<file path="config.mk">
export PLATFORM = sky130hd
export DESIGN_NAME = video_capture
export DESIGN_NICKNAME = d
export VERILOG_FILES = /design/src/hdl/video_pkg.sv /design/src/hdl/ccir656_decoder.sv /design/src/hdl/raster_tracker.sv /design/src/hdl/pixel_pair_packer.sv /design/src/hdl/chroma_classifier.sv /design/src/hdl/video_capture.sv
export SDC_FILE = /design/constraint.sdc
export NUM_CORES = 1
export LEC_CHECK = 0
export BUFFER_PORTS_ARGS = -buffer_cell sky130_fd_sc_hd__buf_2
export CAP_MARGIN = 10
export CELL_PAD_IN_SITES_DETAIL_PLACEMENT = 1
export CELL_PAD_IN_SITES_GLOBAL_PLACEMENT = 1
export CORE_UTILIZATION = 48
export CTS_CLUSTER_DIAMETER = 100
export DETAILED_ROUTE_END_ITERATION = 8
export PLACE_DENSITY_LB_ADDON = 0.1
export SLEW_MARGIN = 15
export SYNTH_ARGS = -nofsm -noshare
export SYNTH_HDL_FRONTEND = slang
export SYNTH_SLANG_ARGS = --single-unit
</file>
<file path="constraint.sdc">
create_clock -name clk -period 2.9 [get_ports clk]
set_input_delay 0.58 -clock clk [delete_from_list [all_inputs] [get_ports clk]]
set_output_delay 0.58 -clock clk [all_outputs]
set_load 0.05 [all_outputs]
</file>
<file path="src/hdl/video_pkg.sv">
`default_nettype none

package video_pkg;

  //////////////////////////////////////////////////
  // Stream words
  //////////////////////////////////////////////////

  // One stream word, also one Y, Cr or Cb sample
  localparam int unsigned word_width = 10;

  // Timing reference preamble is 3FF, 000, 000
  localparam logic [word_width-1:0] preamble_ones = 10'h3FF;
  localparam logic [word_width-1:0] preamble_zero = 10'h000;

  // The eight legal reference code words
  localparam logic [word_width-1:0] code_sav_f0     = 10'h200;
  localparam logic [word_width-1:0] code_eav_f0     = 10'h274;
  localparam logic [word_width-1:0] code_sav_vbi_f0 = 10'h2AC;
  localparam logic [word_width-1:0] code_eav_vbi_f0 = 10'h2D8;
  localparam logic [word_width-1:0] code_sav_f1     = 10'h31C;
  localparam logic [word_width-1:0] code_eav_f1     = 10'h368;
  localparam logic [word_width-1:0] code_sav_vbi_f1 = 10'h3B0;
  localparam logic [word_width-1:0] code_eav_vbi_f1 = 10'h3C4;

  // Flag positions inside a code word
  localparam int unsigned field_bit  = 8;
  localparam int unsigned vblank_bit = 7;
  localparam int unsigned eav_bit    = 6;

  //////////////////////////////////////////////////
  // Raster
  //////////////////////////////////////////////////

  localparam int unsigned x_width = 10;
  localparam int unsigned y_width = 9;

  localparam logic [x_width-1:0] active_width  = 10'd640;
  localparam logic [y_width-1:0] active_height = 9'd480;

  // Column step per pixel, line step per end code (interlaced)
  localparam logic [x_width-1:0] column_step = 10'd1;
  localparam logic [y_width-1:0] line_step   = 9'd2;

  //////////////////////////////////////////////////
  // Packing and chroma regions
  //////////////////////////////////////////////////

  // Reduced pixel keeps the top bits of each sample
  localparam int unsigned luma_keep   = 8;
  localparam int unsigned chroma_keep = 5;
  localparam int unsigned pixel_width = luma_keep + 2 * chroma_keep;
  localparam int unsigned pair_width  = 2 * pixel_width;

  // Strict thresholds, equal values are neither high nor low
  localparam logic [word_width-1:0] chroma_high = 10'd800;
  localparam logic [word_width-1:0] chroma_low  = 10'd200;

  // Decoder states, named after the word expected next
  typedef enum logic [2:0] {
    hunt_ones,
    hunt_zero1,
    hunt_zero2,
    read_code,
    take_cb,
    take_y0,
    take_cr,
    take_y1
  } decode_state_e;

  // Corner regions, Cr named first
  typedef enum logic [1:0] {
    region_high_high = 2'd0,
    region_low_high  = 2'd1,
    region_high_low  = 2'd2,
    region_low_low   = 2'd3
  } chroma_region_e;

endpackage

`default_nettype wire

</file>
<file path="src/hdl/ccir656_decoder.sv">
`default_nettype none
`timescale 1ns/1ps

module ccir656_decoder (
  input  logic                             clk,
  input  logic                             reset,
  input  logic [video_pkg::word_width-1:0] video_word,
  output logic                             pixel_valid,
  output logic [video_pkg::word_width-1:0] pixel_y,
  output logic [video_pkg::word_width-1:0] pixel_cr,
  output logic [video_pkg::word_width-1:0] pixel_cb,
  output logic                             code_valid,
  output logic                             code_field,
  output logic                             code_vblank,
  output logic                             code_eav
);

  video_pkg::decode_state_e state;

  // Chroma samples held until the next luma word
  logic [video_pkg::word_width-1:0] cb_hold;
  logic [video_pkg::word_width-1:0] cr_hold;

  logic is_ones;
  logic is_zero;
  logic code_ok;
  logic code_starts_line;
  logic take_luma;

  assign is_ones = (video_word == video_pkg::preamble_ones);
  assign is_zero = (video_word == video_pkg::preamble_zero);

  // Only the eight listed words count as reference codes
  always_comb
  begin
    case (video_word)
      video_pkg::code_sav_f0,
      video_pkg::code_eav_f0,
      video_pkg::code_sav_vbi_f0,
      video_pkg::code_eav_vbi_f0,
      video_pkg::code_sav_f1,
      video_pkg::code_eav_f1,
      video_pkg::code_sav_vbi_f1,
      video_pkg::code_eav_vbi_f1: code_ok = 1'b1;
      default:                    code_ok = 1'b0;
    endcase
  end

  // Start of active video outside blanking opens the sample cycle
  assign code_starts_line = code_ok && !video_word[video_pkg::vblank_bit]
                            && !video_word[video_pkg::eav_bit];

  // Luma slot, unless a new preamble breaks in
  assign take_luma = ((state == video_pkg::take_y0) || (state == video_pkg::take_y1))
                     && !is_ones;

  //////////////////////////////////////////////////
  // FSM and chroma holds
  //////////////////////////////////////////////////

  always_ff @(posedge clk)
  begin
    if (reset)
    begin
      state       <= video_pkg::hunt_ones;
      pixel_valid <= 1'b0;
      code_valid  <= 1'b0;
      cb_hold     <= '0;
      cr_hold     <= '0;
    end
    else
    begin
      pixel_valid <= take_luma;
      code_valid  <= (state == video_pkg::read_code) && code_ok;
      case (state)
        video_pkg::hunt_ones:
          if (is_ones)
            state <= video_pkg::hunt_zero1;
        video_pkg::hunt_zero1:
          state <= is_zero ? video_pkg::hunt_zero2 :
                   is_ones ? video_pkg::hunt_zero1 : video_pkg::hunt_ones;
        video_pkg::hunt_zero2:
          state <= is_zero ? video_pkg::read_code :
                   is_ones ? video_pkg::hunt_zero1 : video_pkg::hunt_ones;
        // Blanking, end codes and bad words all go back to hunting
        video_pkg::read_code:
          state <= code_starts_line ? video_pkg::take_cb : video_pkg::hunt_ones;
        default:
        begin
          if (is_ones)
            state <= video_pkg::hunt_zero1;
          else
          begin
            case (state)
              video_pkg::take_cb:
              begin
                cb_hold <= video_word;
                state   <= video_pkg::take_y0;
              end
              video_pkg::take_y0: state <= video_pkg::take_cr;
              video_pkg::take_cr:
              begin
                cr_hold <= video_word;
                state   <= video_pkg::take_y1;
              end
              default:            state <= video_pkg::take_cb;
            endcase
          end
        end
      endcase
    end
  end

  // Samples and code flags, qualified by the valid pulses
  always_ff @(posedge clk)
  begin
    if (take_luma)
    begin
      pixel_y  <= video_word;
      pixel_cr <= cr_hold;
      pixel_cb <= cb_hold;
    end
    if (state == video_pkg::read_code)
    begin
      code_field  <= video_word[video_pkg::field_bit];
      code_vblank <= video_word[video_pkg::vblank_bit];
      code_eav    <= video_word[video_pkg::eav_bit];
    end
  end

  // A pixel and a code never share a cycle
  assert property (@(posedge clk) disable iff (reset) !(pixel_valid && code_valid))
    else $error("pixel_valid and code_valid high together");

endmodule

`default_nettype wire

</file>
<file path="src/hdl/raster_tracker.sv">
`default_nettype none
`timescale 1ns/1ps

module raster_tracker (
  input  logic                             clk,
  input  logic                             reset,
  input  logic                             pixel_valid,
  input  logic [video_pkg::word_width-1:0] pixel_y,
  input  logic [video_pkg::word_width-1:0] pixel_cr,
  input  logic [video_pkg::word_width-1:0] pixel_cb,
  input  logic                             code_valid,
  input  logic                             code_field,
  input  logic                             code_vblank,
  input  logic                             code_eav,
  output logic                             active_valid,
  output logic [video_pkg::word_width-1:0] active_y,
  output logic [video_pkg::word_width-1:0] active_cr,
  output logic [video_pkg::word_width-1:0] active_cb,
  output logic [video_pkg::x_width-1:0]    active_x,
  output logic [video_pkg::y_width-1:0]    active_line,
  output logic                             line_restart,
  output logic                             frame_start
);

  logic [video_pkg::x_width-1:0] column;
  logic [video_pkg::y_width-1:0] line;
  logic                          seen_field0;
  logic                          in_window;
  logic                          forward;

  assign in_window = (line < video_pkg::active_height) && (column < video_pkg::active_width);
  assign forward   = pixel_valid && in_window;

  always_ff @(posedge clk)
  begin
    if (reset)
    begin
      column       <= '0;
      line         <= '0;
      seen_field0  <= 1'b0;
      active_valid <= 1'b0;
      line_restart <= 1'b0;
      frame_start  <= 1'b0;
    end
    else
    begin
      active_valid <= forward;
      line_restart <= code_valid && (code_vblank || code_eav);
      frame_start  <= 1'b0;
      if (code_valid)
      begin
        // Blanking restarts the field on line 0 or 1
        if (code_vblank)
        begin
          column <= '0;
          line   <= {{(video_pkg::y_width-1){1'b0}}, code_field};
        end
        else if (code_eav)
        begin
          column <= '0;
          // Stop counting past the window so the line never wraps
          if (line < video_pkg::active_height)
            line <= line + video_pkg::line_step;
        end
        // Frame begins at field 1 blanking after any field 0 code
        if (!code_field)
          seen_field0 <= 1'b1;
        else if (code_vblank && seen_field0)
        begin
          frame_start <= 1'b1;
          seen_field0 <= 1'b0;
        end
      end
      else if (forward)
        column <= column + video_pkg::column_step;
    end
  end

  always_ff @(posedge clk)
  begin
    if (forward)
    begin
      active_y    <= pixel_y;
      active_cr   <= pixel_cr;
      active_cb   <= pixel_cb;
      active_x    <= column;
      active_line <= line;
    end
  end

  // Codes win the column update, so a pixel must never arrive with a code
  assert property (@(posedge clk) disable iff (reset) !(pixel_valid && code_valid))
    else $error("pixel and code arrived in the same cycle");

endmodule

`default_nettype wire

</file>
<file path="src/hdl/pixel_pair_packer.sv">
`default_nettype none
`timescale 1ns/1ps

module pixel_pair_packer (
  input  logic                             clk,
  input  logic                             reset,
  input  logic                             active_valid,
  input  logic [video_pkg::word_width-1:0] active_y,
  input  logic [video_pkg::word_width-1:0] active_cr,
  input  logic [video_pkg::word_width-1:0] active_cb,
  input  logic [video_pkg::x_width-1:0]    active_x,
  input  logic                             line_restart,
  output logic                             pair_valid,
  output logic [video_pkg::pair_width-1:0] pair_data,
  output logic [video_pkg::x_width-1:0]    pair_x
);

  // High when the low half holds a pixel waiting for its partner
  logic                              have_first;
  logic [video_pkg::pixel_width-1:0] reduced;

  // Y then Cr then Cb, top bits only
  assign reduced = {active_y[video_pkg::word_width-1 -: video_pkg::luma_keep],
                    active_cr[video_pkg::word_width-1 -: video_pkg::chroma_keep],
                    active_cb[video_pkg::word_width-1 -: video_pkg::chroma_keep]};

  always_ff @(posedge clk)
  begin
    if (reset)
    begin
      have_first <= 1'b0;
      pair_valid <= 1'b0;
    end
    else
    begin
      pair_valid <= active_valid && have_first;
      // New line drops any half-filled pair
      if (line_restart)
        have_first <= 1'b0;
      else if (active_valid)
        have_first <= !have_first;
    end
  end

  always_ff @(posedge clk)
  begin
    if (active_valid && !have_first)
    begin
      pair_data[video_pkg::pixel_width-1:0] <= reduced;
      pair_x                                <= active_x;
    end
    if (active_valid && have_first)
      pair_data[video_pkg::pair_width-1:video_pkg::pixel_width] <= reduced;
  end

endmodule

`default_nettype wire

</file>
<file path="src/hdl/chroma_classifier.sv">
`default_nettype none
`timescale 1ns/1ps

module chroma_classifier (
  input  logic                             clk,
  input  logic                             reset,
  input  logic                             active_valid,
  input  logic [video_pkg::word_width-1:0] active_cr,
  input  logic [video_pkg::word_width-1:0] active_cb,
  input  logic [video_pkg::x_width-1:0]    active_x,
  input  logic [video_pkg::y_width-1:0]    active_line,
  output logic                             hit_valid,
  output video_pkg::chroma_region_e        hit_region,
  output logic [video_pkg::x_width-1:0]    hit_x,
  output logic [video_pkg::y_width-1:0]    hit_y
);

  logic cr_high;
  logic cr_low;
  logic cb_high;
  logic cb_low;
  logic corner;
  video_pkg::chroma_region_e region;

  // Strict compares on the full samples of this pixel
  assign cr_high = active_cr > video_pkg::chroma_high;
  assign cr_low  = active_cr < video_pkg::chroma_low;
  assign cb_high = active_cb > video_pkg::chroma_high;
  assign cb_low  = active_cb < video_pkg::chroma_low;

  // Both axes must be at an extreme
  assign corner = (cr_high || cr_low) && (cb_high || cb_low);

  always_comb
  begin
    if (cr_high && cb_high)
      region = video_pkg::region_high_high;
    else if (cr_low && cb_high)
      region = video_pkg::region_low_high;
    else if (cr_high && cb_low)
      region = video_pkg::region_high_low;
    else
      region = video_pkg::region_low_low;
  end

  always_ff @(posedge clk)
  begin
    if (reset)
      hit_valid <= 1'b0;
    else
      hit_valid <= active_valid && corner;
  end

  always_ff @(posedge clk)
  begin
    if (active_valid && corner)
    begin
      hit_region <= region;
      hit_x      <= active_x;
      hit_y      <= active_line;
    end
  end

  // A hit needs an active pixel in the cycle before
  assert property (@(posedge clk) disable iff (reset) hit_valid |-> $past(active_valid))
    else $error("hit_valid without an active pixel");

endmodule

`default_nettype wire

</file>
<file path="src/hdl/video_capture.sv">
`default_nettype none
`timescale 1ns/1ps

module video_capture (
  input  logic                             clk,
  input  logic                             reset,
  input  logic [video_pkg::word_width-1:0] video_word,
  output logic                             pair_valid,
  output logic [video_pkg::pair_width-1:0] pair_data,
  output logic [video_pkg::x_width-1:0]    pair_x,
  output logic                             hit_valid,
  output video_pkg::chroma_region_e        hit_region,
  output logic [video_pkg::x_width-1:0]    hit_x,
  output logic [video_pkg::y_width-1:0]    hit_y,
  output logic                             frame_start
);

  //////////////////////////////////////////////////
  // Decoder to tracker
  //////////////////////////////////////////////////

  logic                             pixel_valid;
  logic [video_pkg::word_width-1:0] pixel_y;
  logic [video_pkg::word_width-1:0] pixel_cr;
  logic [video_pkg::word_width-1:0] pixel_cb;
  logic                             code_valid;
  logic                             code_field;
  logic                             code_vblank;
  logic                             code_eav;

  // Tracker to packer and classifier
  logic                             active_valid;
  logic [video_pkg::word_width-1:0] active_y;
  logic [video_pkg::word_width-1:0] active_cr;
  logic [video_pkg::word_width-1:0] active_cb;
  logic [video_pkg::x_width-1:0]    active_x;
  logic [video_pkg::y_width-1:0]    active_line;
  logic                             line_restart;

  ccir656_decoder u_decoder (
    .clk         (clk),
    .reset       (reset),
    .video_word  (video_word),
    .pixel_valid (pixel_valid),
    .pixel_y     (pixel_y),
    .pixel_cr    (pixel_cr),
    .pixel_cb    (pixel_cb),
    .code_valid  (code_valid),
    .code_field  (code_field),
    .code_vblank (code_vblank),
    .code_eav    (code_eav)
  );

  raster_tracker u_tracker (
    .clk          (clk),
    .reset        (reset),
    .pixel_valid  (pixel_valid),
    .pixel_y      (pixel_y),
    .pixel_cr     (pixel_cr),
    .pixel_cb     (pixel_cb),
    .code_valid   (code_valid),
    .code_field   (code_field),
    .code_vblank  (code_vblank),
    .code_eav     (code_eav),
    .active_valid (active_valid),
    .active_y     (active_y),
    .active_cr    (active_cr),
    .active_cb    (active_cb),
    .active_x     (active_x),
    .active_line  (active_line),
    .line_restart (line_restart),
    .frame_start  (frame_start)
  );

  pixel_pair_packer u_packer (
    .clk          (clk),
    .reset        (reset),
    .active_valid (active_valid),
    .active_y     (active_y),
    .active_cr    (active_cr),
    .active_cb    (active_cb),
    .active_x     (active_x),
    .line_restart (line_restart),
    .pair_valid   (pair_valid),
    .pair_data    (pair_data),
    .pair_x       (pair_x)
  );

  chroma_classifier u_classifier (
    .clk          (clk),
    .reset        (reset),
    .active_valid (active_valid),
    .active_cr    (active_cr),
    .active_cb    (active_cb),
    .active_x     (active_x),
    .active_line  (active_line),
    .hit_valid    (hit_valid),
    .hit_region   (hit_region),
    .hit_x        (hit_x),
    .hit_y        (hit_y)
  );

endmodule

`default_nettype wire

</file>
==> impl_metrics.py, run 1 <==
metrics = {
    "synth": {
        "postSynthCellCount": 410,
        "syn_nets": 424,
        "synth_seq_area_share": 0.804,
        "largest_cells_by_area_after_synthesis": "edfxtp_1 (65%), dfxtp_1 (15%), mux2i_1 (3.0%)",
        "synth.lib_cells_used.distinct": 47,
        "netlist_top_cells_count": "edfxtp_1 (145), dfxtp_1 (51), nor2_1 (48), mux2i_1 (20), nand2_1 (19)",
        "synth.avg_cell_area_um2": 16.3,
        "synth_seq_cells": 196,
        "synth_ff_type": "edfxtp_1",
        "synth_top_area_share": 0.652,
        "syn_area_um2": 6680,
        "synth-edff-count": 145,
        "ys_async_sr_fraction": 0,
        "yosys.area.top_type": "edfxtp_1",
        "synth.yosys.warnings": 0,
        "post-synth-top-count-cell": "edfxtp_1",
    },
    "placed_design": {
        "placed_area_um2": 7320,
        "dp_cells": 662,
        "dpl_worst_slack_ns": 0.569,
        "place.port_buffers": 81,
        "gpl.final_weighted_congestion": 0.819,
        "detailedPlacementHpwl_um": 8310,
    },
    "floorplan": {
        "dieHeight_um": 120,
        "io_pins": 82,
        "core_region_area_um2": 13400,
        "num_rows": 42,
        "die_x_um": 120,
        "floorplan.die_area_um2": 14400,
        "floorplan.initialDensity": 0.499,
    },
    "global_route": {
        "grt_start_max_net_pins": 33,
        "global_route.overflow_total": 0,
        "number_of_antenna_violations_at_the_first_check_in_global_routing": 0,
        "grt_first_pass_wirelength_um": 19500,
        "grt_pass1_vias": 3690,
        "gr-usage-all-layers": 0.185,
    },
    "pwr": {
        "share_clk_of_total_power": 0.431,
        "netSwitchingPower_mw": 0.984,
        "seqPwrFrac": 0.560,
        "p_leak_nw": 2.87,
        "sw_frac_of_total": 0.185,
        "pwr-share-comb": 0.010,
        "power.density_cell_area_nw_per_um2": 673,
        "cellInternalPower_mw": 4.33,
        "ir_drop_mv": 0.395,
    },
    "clocking": {
        "cts.repair_timing.setup_buffer_count": 0,
        "cts_max_path_buffers": 2,
        "clkLatencyLatePin_ns": 0.42,
        "clk_root_buffer_cell": "clkbuf_16",
        "tritoncts_buffers": 17,
        "tritoncts": "done",
        "cts-hold-fix-buffers": 0,
        "number_of_levels_in_the_clock_h_tree": 4,
        "cts-resized-gates": 0,
        "clk_transition_reported_paths_ns": 0.07,
        "clock_sink_count": 196,
    },
    "route": {
        "1st_iter_drt_viols": 174,
        "wl_per_cell_um": 17.7,
        "via_count": 3649,
        "drc": 0,
        "vias_per_instance": 5.26,
        "detail-route-antenna-nets": 0,
        "wirelength_um": 12300,
        "first_pass_iters": 4,
    },
    "sta": {
        "grt_setup_unrepaired": "no",
        "finalCriticalPeriod_ns": 2.30,
        "tightestPinTransition_ns": 0.907,
        "slew_margin_rel": 0.395,
        "report.final.setup_viol": 0,
        "fin_setup_tns_ns": 0,
        "final_critical_path_setup_slack_ns": 0.598,
        "fmax_mhz": 434,
        "fin_clk_skew_ns": 0.0116,
        "fin_crit_sh": 0.794,
        "hold_viol": 0,
        "drv_slew": 0,
    },
    "setup_path": {
        "critical-path-max-stage-delay_ns": 0.59,
        "critical_path.endpoint_type": "flip-flop",
        "critical_path_top_delay_cell": "or4_1",
        "worst-path-max-fanout": 21,
        "critical_path_buf_inv_count": 1,
        "arrival_time_reported_for_the_critical_path_endpoint_ns": 2.45,
        "crit_required_ns": 3.05,
        "path_cells": "or4_1, nor4_1, o32ai_1, nand2_1, nor2_2, buf_4",
        "setup.worst_path.class": "flip-flop to flip-flop",
        "worstSetupStartpointType": "flip-flop",
        "timing.critical_path.max_delay_family": "simple AND/OR/NAND/NOR gates",
    },
    "final_layout": {
        "multi_input_gate_area_um2": 1240,
        "syn2layout_area_growth_pct": 18.1,
        "area.sequential_um2": 5380,
        "final_cell_area_um2": 7890,
        "final_cells": 694,
        "insertedDiodeCount": 0,
        "layout.filler_cells": 1279,
        "layout.nets": 519,
        "final_layout_size_suffix_gt1_frac": 0.239,
    },
    "run_status": {
        "run_status": "completed",
    },
    "job": {
        "max_cap_viol_count": 0,
    },
    "hold_path": {
        "worst_hold_path_type": "flip-flop to flip-flop",
    },
}
-- per-stage QoR --
stage	util	hold slack, ns	total power [mW]
after CTS	0.589	0.411	5.35
after global placement	0.546	0.379	3.08
final	0.589	0.404	5.31
after detailed placement	0.546	0.401	3.09
after floorplan	-	0.373	3.06
after global routing	0.589	0.424	5.44
-- worst paths after layout --
check,start,end,slack [ns],cells after the start
max reg2reg,u_tracker.active_cb[7]$_DFFE_PP_,u_classifier.hit_x[1]$_DFFE_PP_,0.60,6
min reg2reg,u_tracker.line_restart$_SDFF_PP0_,u_packer.have_first$_SDFFE_PP0P_,0.40,1
max,u_tracker.active_cb[7]$_DFFE_PP_,u_classifier.hit_x[1]$_DFFE_PP_,0.60,6
min,u_tracker.line_restart$_SDFF_PP0_,u_packer.have_first$_SDFFE_PP0P_,0.40,1
-- kinds of logic after synthesis --
family,count (synthesis),synth area share
buffers and inverters,17,0.0112
XOR/XNOR,7,0.00918
AO/OA/AOI/OAI,41,0.0410
multiplexers,20,0.0300
adder cells (fa/ha/maj),2,0.00374
AND/OR/NAND/NOR,127,0.100
flip-flops,196,0.804
-- final cells by class --
class | instances | area share
Clock buffer | 20 | 0.0553
Clock inverter | 12 | 0.0174
Inverter | 6 | 0.00285
Multi-Input combinational cell | 197 | 0.157
Sequential cell | 196 | 0.681
Tap cell | 176 | 0.0279
Timing Repair Buffer | 87 | 0.0586
-- flip-flops by register name, summed over array words and instances, names as in the netlist, 9 cells and up --
signal / flops
u_packer.pair_data: 36
u_classifier.hit_x: 10
u_decoder.cb_hold: 10
u_decoder.cr_hold: 10
u_decoder.pixel_cb: 10
u_decoder.pixel_cr: 10
u_packer.pair_x: 10
u_tracker.active_cb: 10
u_tracker.active_cr: 10
u_tracker.active_x: 10
u_tracker.column: 10
u_classifier.hit_y: 9
u_tracker.active_line: 9
u_tracker.line: 9
-- cell usage in the layout (no fill, tap or decap), types with 2 or more instances in the layout --
master,n
edfxtp_1,145
buf_2,81
dfxtp_1,51
nor2_1,45
mux2i_1,20
nand2_1,19
clkbuf_16,17
nor3_1,12
a21oi_1,12
nand3_1,8
o21ai_0,8
xnor2_1,6
inv_1,5
and3_1,5
buf_4,5
a31oi_1,4
nand3b_1,4
clkinv_1,4
or4_1,3
nor2_2,3
and2_1,3
or3_1,3
and4bb_2,3
clkbuf_1,3
bufinv_16,3
clkinvlp_4,3
nor2b_1,2
nand4_1,2
o311a_1,2
o311ai_0,2
nor4_1,2
o32ai_1,2
nand4_2,2
nand2b_1,2
nor3b_1,2
or3b_1,2
nor4bb_1,2
o211ai_1,2
ha_1,2
clkinv_2,2
-- layer usage --
layer | track usage | vias to the layer above | routed length [µm]
met5 | 0 | - | 0
met2 | 0.311 | 93 | 6140
li1 | - | 1748 | -
met3 | 0.0409 | 20 | 633
met1 | 0.229 | 1788 | 5270
met4 | 0.0836 | 0 | 250
-- power groups by stage --
stage               Sequential, mW  Combinational [mW]  Clock, mW
finish                        2.97              0.0519       2.29
global route                  2.97              0.0568       2.41
CTS                           2.97              0.0525       2.33
detailed placement            3.03              0.0524          0
global placement              3.03              0.0516          0
floorplan                     3.03              0.0243          0
No activity file was read; power rests on OpenSTA's default activity.
==> inputs of run 2 (changes only) <==
--- a/config.mk
+++ b/config.mk
@@ -9,7 +9,7 @@
 export CAP_MARGIN = 10
 export CELL_PAD_IN_SITES_DETAIL_PLACEMENT = 1
 export CELL_PAD_IN_SITES_GLOBAL_PLACEMENT = 1
-export CORE_UTILIZATION = 48
+export CORE_UTILIZATION = 43
 export CTS_CLUSTER_DIAMETER = 100
 export DETAILED_ROUTE_END_ITERATION = 8
 export PLACE_DENSITY_LB_ADDON = 0.1
==> constraint.sdc (replaced) <==
create_clock -name clk -period 2.1 [get_ports clk]
set_input_delay 0.42 -clock clk [delete_from_list [all_inputs] [get_ports clk]]
set_output_delay 0.42 -clock clk [all_outputs]
set_load 0.05 [all_outputs]
==> impl_metrics.py, run 2 (synthesis gave the netlist of run 1 again) <==
metrics = {
    "run_status": {
        "run_status": "completed",
    },
    "route": {
        "via_count": 3740,
        "detail-route-antenna-nets": 0,
        "vias_per_instance": 5.08,
        "1st_iter_drt_viols": 154,
        "wirelength_um": 12800,
        "first_pass_iters": 4,
        "wl_per_cell_um": 17.4,
        "drc": 0,
    },
    "placed_design": {
        "detailedPlacementHpwl_um": 8690,
        "dpl_worst_slack_ns": -0.587,
        "place.port_buffers": 81,
        "gpl.final_weighted_congestion": 0.772,
        "dp_cells": 699,
    },
    "hold_path": {
        "worst_hold_path_type": "primary input to flip-flop",
        "min_delay_path_depth": 3,
        "hold_path_startpoint": "video_word[0]",
    },
    "final_layout": {
        "top_register": "u_packer.pair_data",
        "layout.nets": 549,
        "syn2layout_area_growth_pct": 23.1,
        "leading_cell_types_in_the_layout_fill_and_taps_excluded": "edfxtp_1 (145), buf_2 (81), dfxtp_1 (51)",
        "area.sequential_um2": 5380,
        "final_layout_size_suffix_gt1_frac": 0.301,
        "leading_cell_type_in_the_layout_fill_and_taps_excluded": "edfxtp_1",
        "largest_register_ff_count": 36,
        "multi_input_gate_area_um2": 1290,
        "layout.filler_cells": 1461,
        "final_cells": 736,
        "insertedDiodeCount": 0,
    },
    "pwr": {
        "total_power_mw": 7.36,
        "sw_frac_of_total": 0.199,
        "pwr-share-comb": 0.012,
        "cellInternalPower_mw": 5.89,
        "seqPwrFrac": 0.558,
        "netSwitchingPower_mw": 1.46,
        "power.density_cell_area_nw_per_um2": 895,
        "share_clk_of_total_power": 0.430,
        "ir_drop_mv": 0.651,
        "p_leak_nw": 3.06,
    },
    "floorplan": {
        "floorplan.initialDensity": 0.440,
        "core_region_area_um2": 15200,
        "die_x_um": 127,
        "floorplan.die_area_um2": 16000,
        "num_rows": 45,
        "io_pins": 82,
        "dieHeight_um": 127,
    },
    "sta": {
        "hold_viol": 0,
        "fin_crit_sh": 0.972,
        "slew_margin_rel": 0.576,
        "report.final.setup_viol": 0,
        "final_critical_path_setup_slack_ns": 0.0582,
        "fin_clk_skew_ns": 0.00961,
        "fin_worst_hold_slack_ns": 0.330,
        "finalCriticalPeriod_ns": 2.04,
        "drv_slew": 0,
        "tightestPinTransition_ns": 0.636,
        "fmax_mhz": 490,
        "fin_setup_tns_ns": 0,
    },
    "setup_path": {
        "critical-path-max-stage-delay_ns": 0.57,
        "timing.reg2reg.worst_path_depth": 6,
        "timing.rr.start": "u_tracker.active_cb[7]$_DFFE_PP_",
        "arrival_time_reported_for_the_critical_path_endpoint_ns": 2.24,
        "worst-path-max-fanout": 11,
        "worstSetupStartpointType": "flip-flop",
        "critical_path.endpoint_type": "flip-flop",
        "crit_required_ns": 2.29,
        "timing.critical_path.from": "u_tracker.active_cb[7]$_DFFE_PP_",
        "path_cells": "or4_1, nor4_2, o32ai_1, nand2_2, nor2_4, buf_12",
        "worstSetupPathDepth": 6,
        "setup.worst_path.class": "flip-flop to flip-flop",
        "critical_path_top_delay_cell": "or4_1",
        "timing.critical_path.max_delay_family": "simple AND/OR/NAND/NOR gates",
        "critical_path_buf_inv_count": 1,
    },
    "clocking": {
        "cts_max_path_buffers": 2,
        "tritoncts": "done",
        "clock_sink_count": 196,
        "clkLatencyLatePin_ns": 0.43,
        "clk_transition_reported_paths_ns": 0.07,
        "tritoncts_buffers": 17,
        "clk_root_buffer_cell": "clkbuf_16",
        "number_of_levels_in_the_clock_h_tree": 4,
    },
    "global_route": {
        "grt_first_pass_wirelength_um": 20400,
        "grt_start_max_net_pins": 39,
        "gr-usage-all-layers": 0.173,
        "number_of_antenna_violations_at_the_first_check_in_global_routing": 0,
        "global_route.overflow_total": 0,
        "grt_pass1_vias": 3812,
    },
    "job": {
        "max_cap_viol_count": 0,
    },
}
## run 2: cell types whose count changed in the layout (fill, tap and decap cells not counted), moves of 2 or more
cell / before / now
nor4_1: 2 / 0
buf_12: 1 / 4
inv_6: 0 / 3
buf_4: 5 / 31
clkbuf_1: 3 / 0
clkinv_1: 4 / 1
nor2_4: 0 / 2
clkinv_4: 0 / 4
## run 2: cell type report
cell class / instances / area share
timing repair buffer: 116 / 0.0873
clock inverter: 15 / 0.0192
tap: 188 / 0.0286
clock buffer: 17 / 0.0517
inverter: 6 / 0.00274
multi-input combinational: 198 / 0.157
sequential: 196 / 0.654
## run 2: what timing repair did
action / in CTS / in global routing
hold buffers: 0 / 0
setup buffers: 2 / 2
pin swaps: 2 / 0
gates cloned: 1 / 0
gates resized for setup: 6 / 2
setup endpoints to repair: 21 / 21
## run 2: path summary, 6_finish.rpt
path	endpoint	slack, ns
hold reg to reg	u_packer.have_first$_SDFFE_PP0P_	0.40
setup / recovery	u_classifier.hit_x[9]$_DFFE_PP_	0.06
setup reg to reg	u_classifier.hit_x[9]$_DFFE_PP_	0.06
hold / removal	u_decoder.cr_hold[0]$_SDFFE_PP0P_	0.33
## run 2: power by group through the flow
stage / Clock (mW) / Combinational [mW] / Sequential (mW)
after detailed placement: 0 / 0.0917 / 4.19
after floorplan: 0 / 0.0335 / 4.19
after CTS: 3.24 / 0.0924 / 4.10
after global routing: 3.37 / 0.0997 / 4.10
after global placement: 0 / 0.0905 / 4.19
final: 3.16 / 0.0919 / 4.10
## run 2: tightest hold or removal path: cells and delay by family
kind / cells / cell delay, ns
AND/OR/NAND/NOR: 1 / 0.07
multiplexers: 1 / 0.08
buffers and inverters: 1 / 0.15
## run 2: layer usage
metal  global-route usage  vias up  wire length [µm]
met5                    0        -                 0
met4               0.0714        0               160
met3               0.0443       11               425
met2                0.275       77              6230
met1                0.228     1857              6020
li1                     -     1795                 -
## run 2: metrics by stage
step                      utilization  cell area (µm²)
after floorplan                     -             6690
after global placement          0.496             7530
after CTS                       0.539             8200
after global routing            0.541             8220
after detailed placement        0.496             7530
final                           0.541             8220
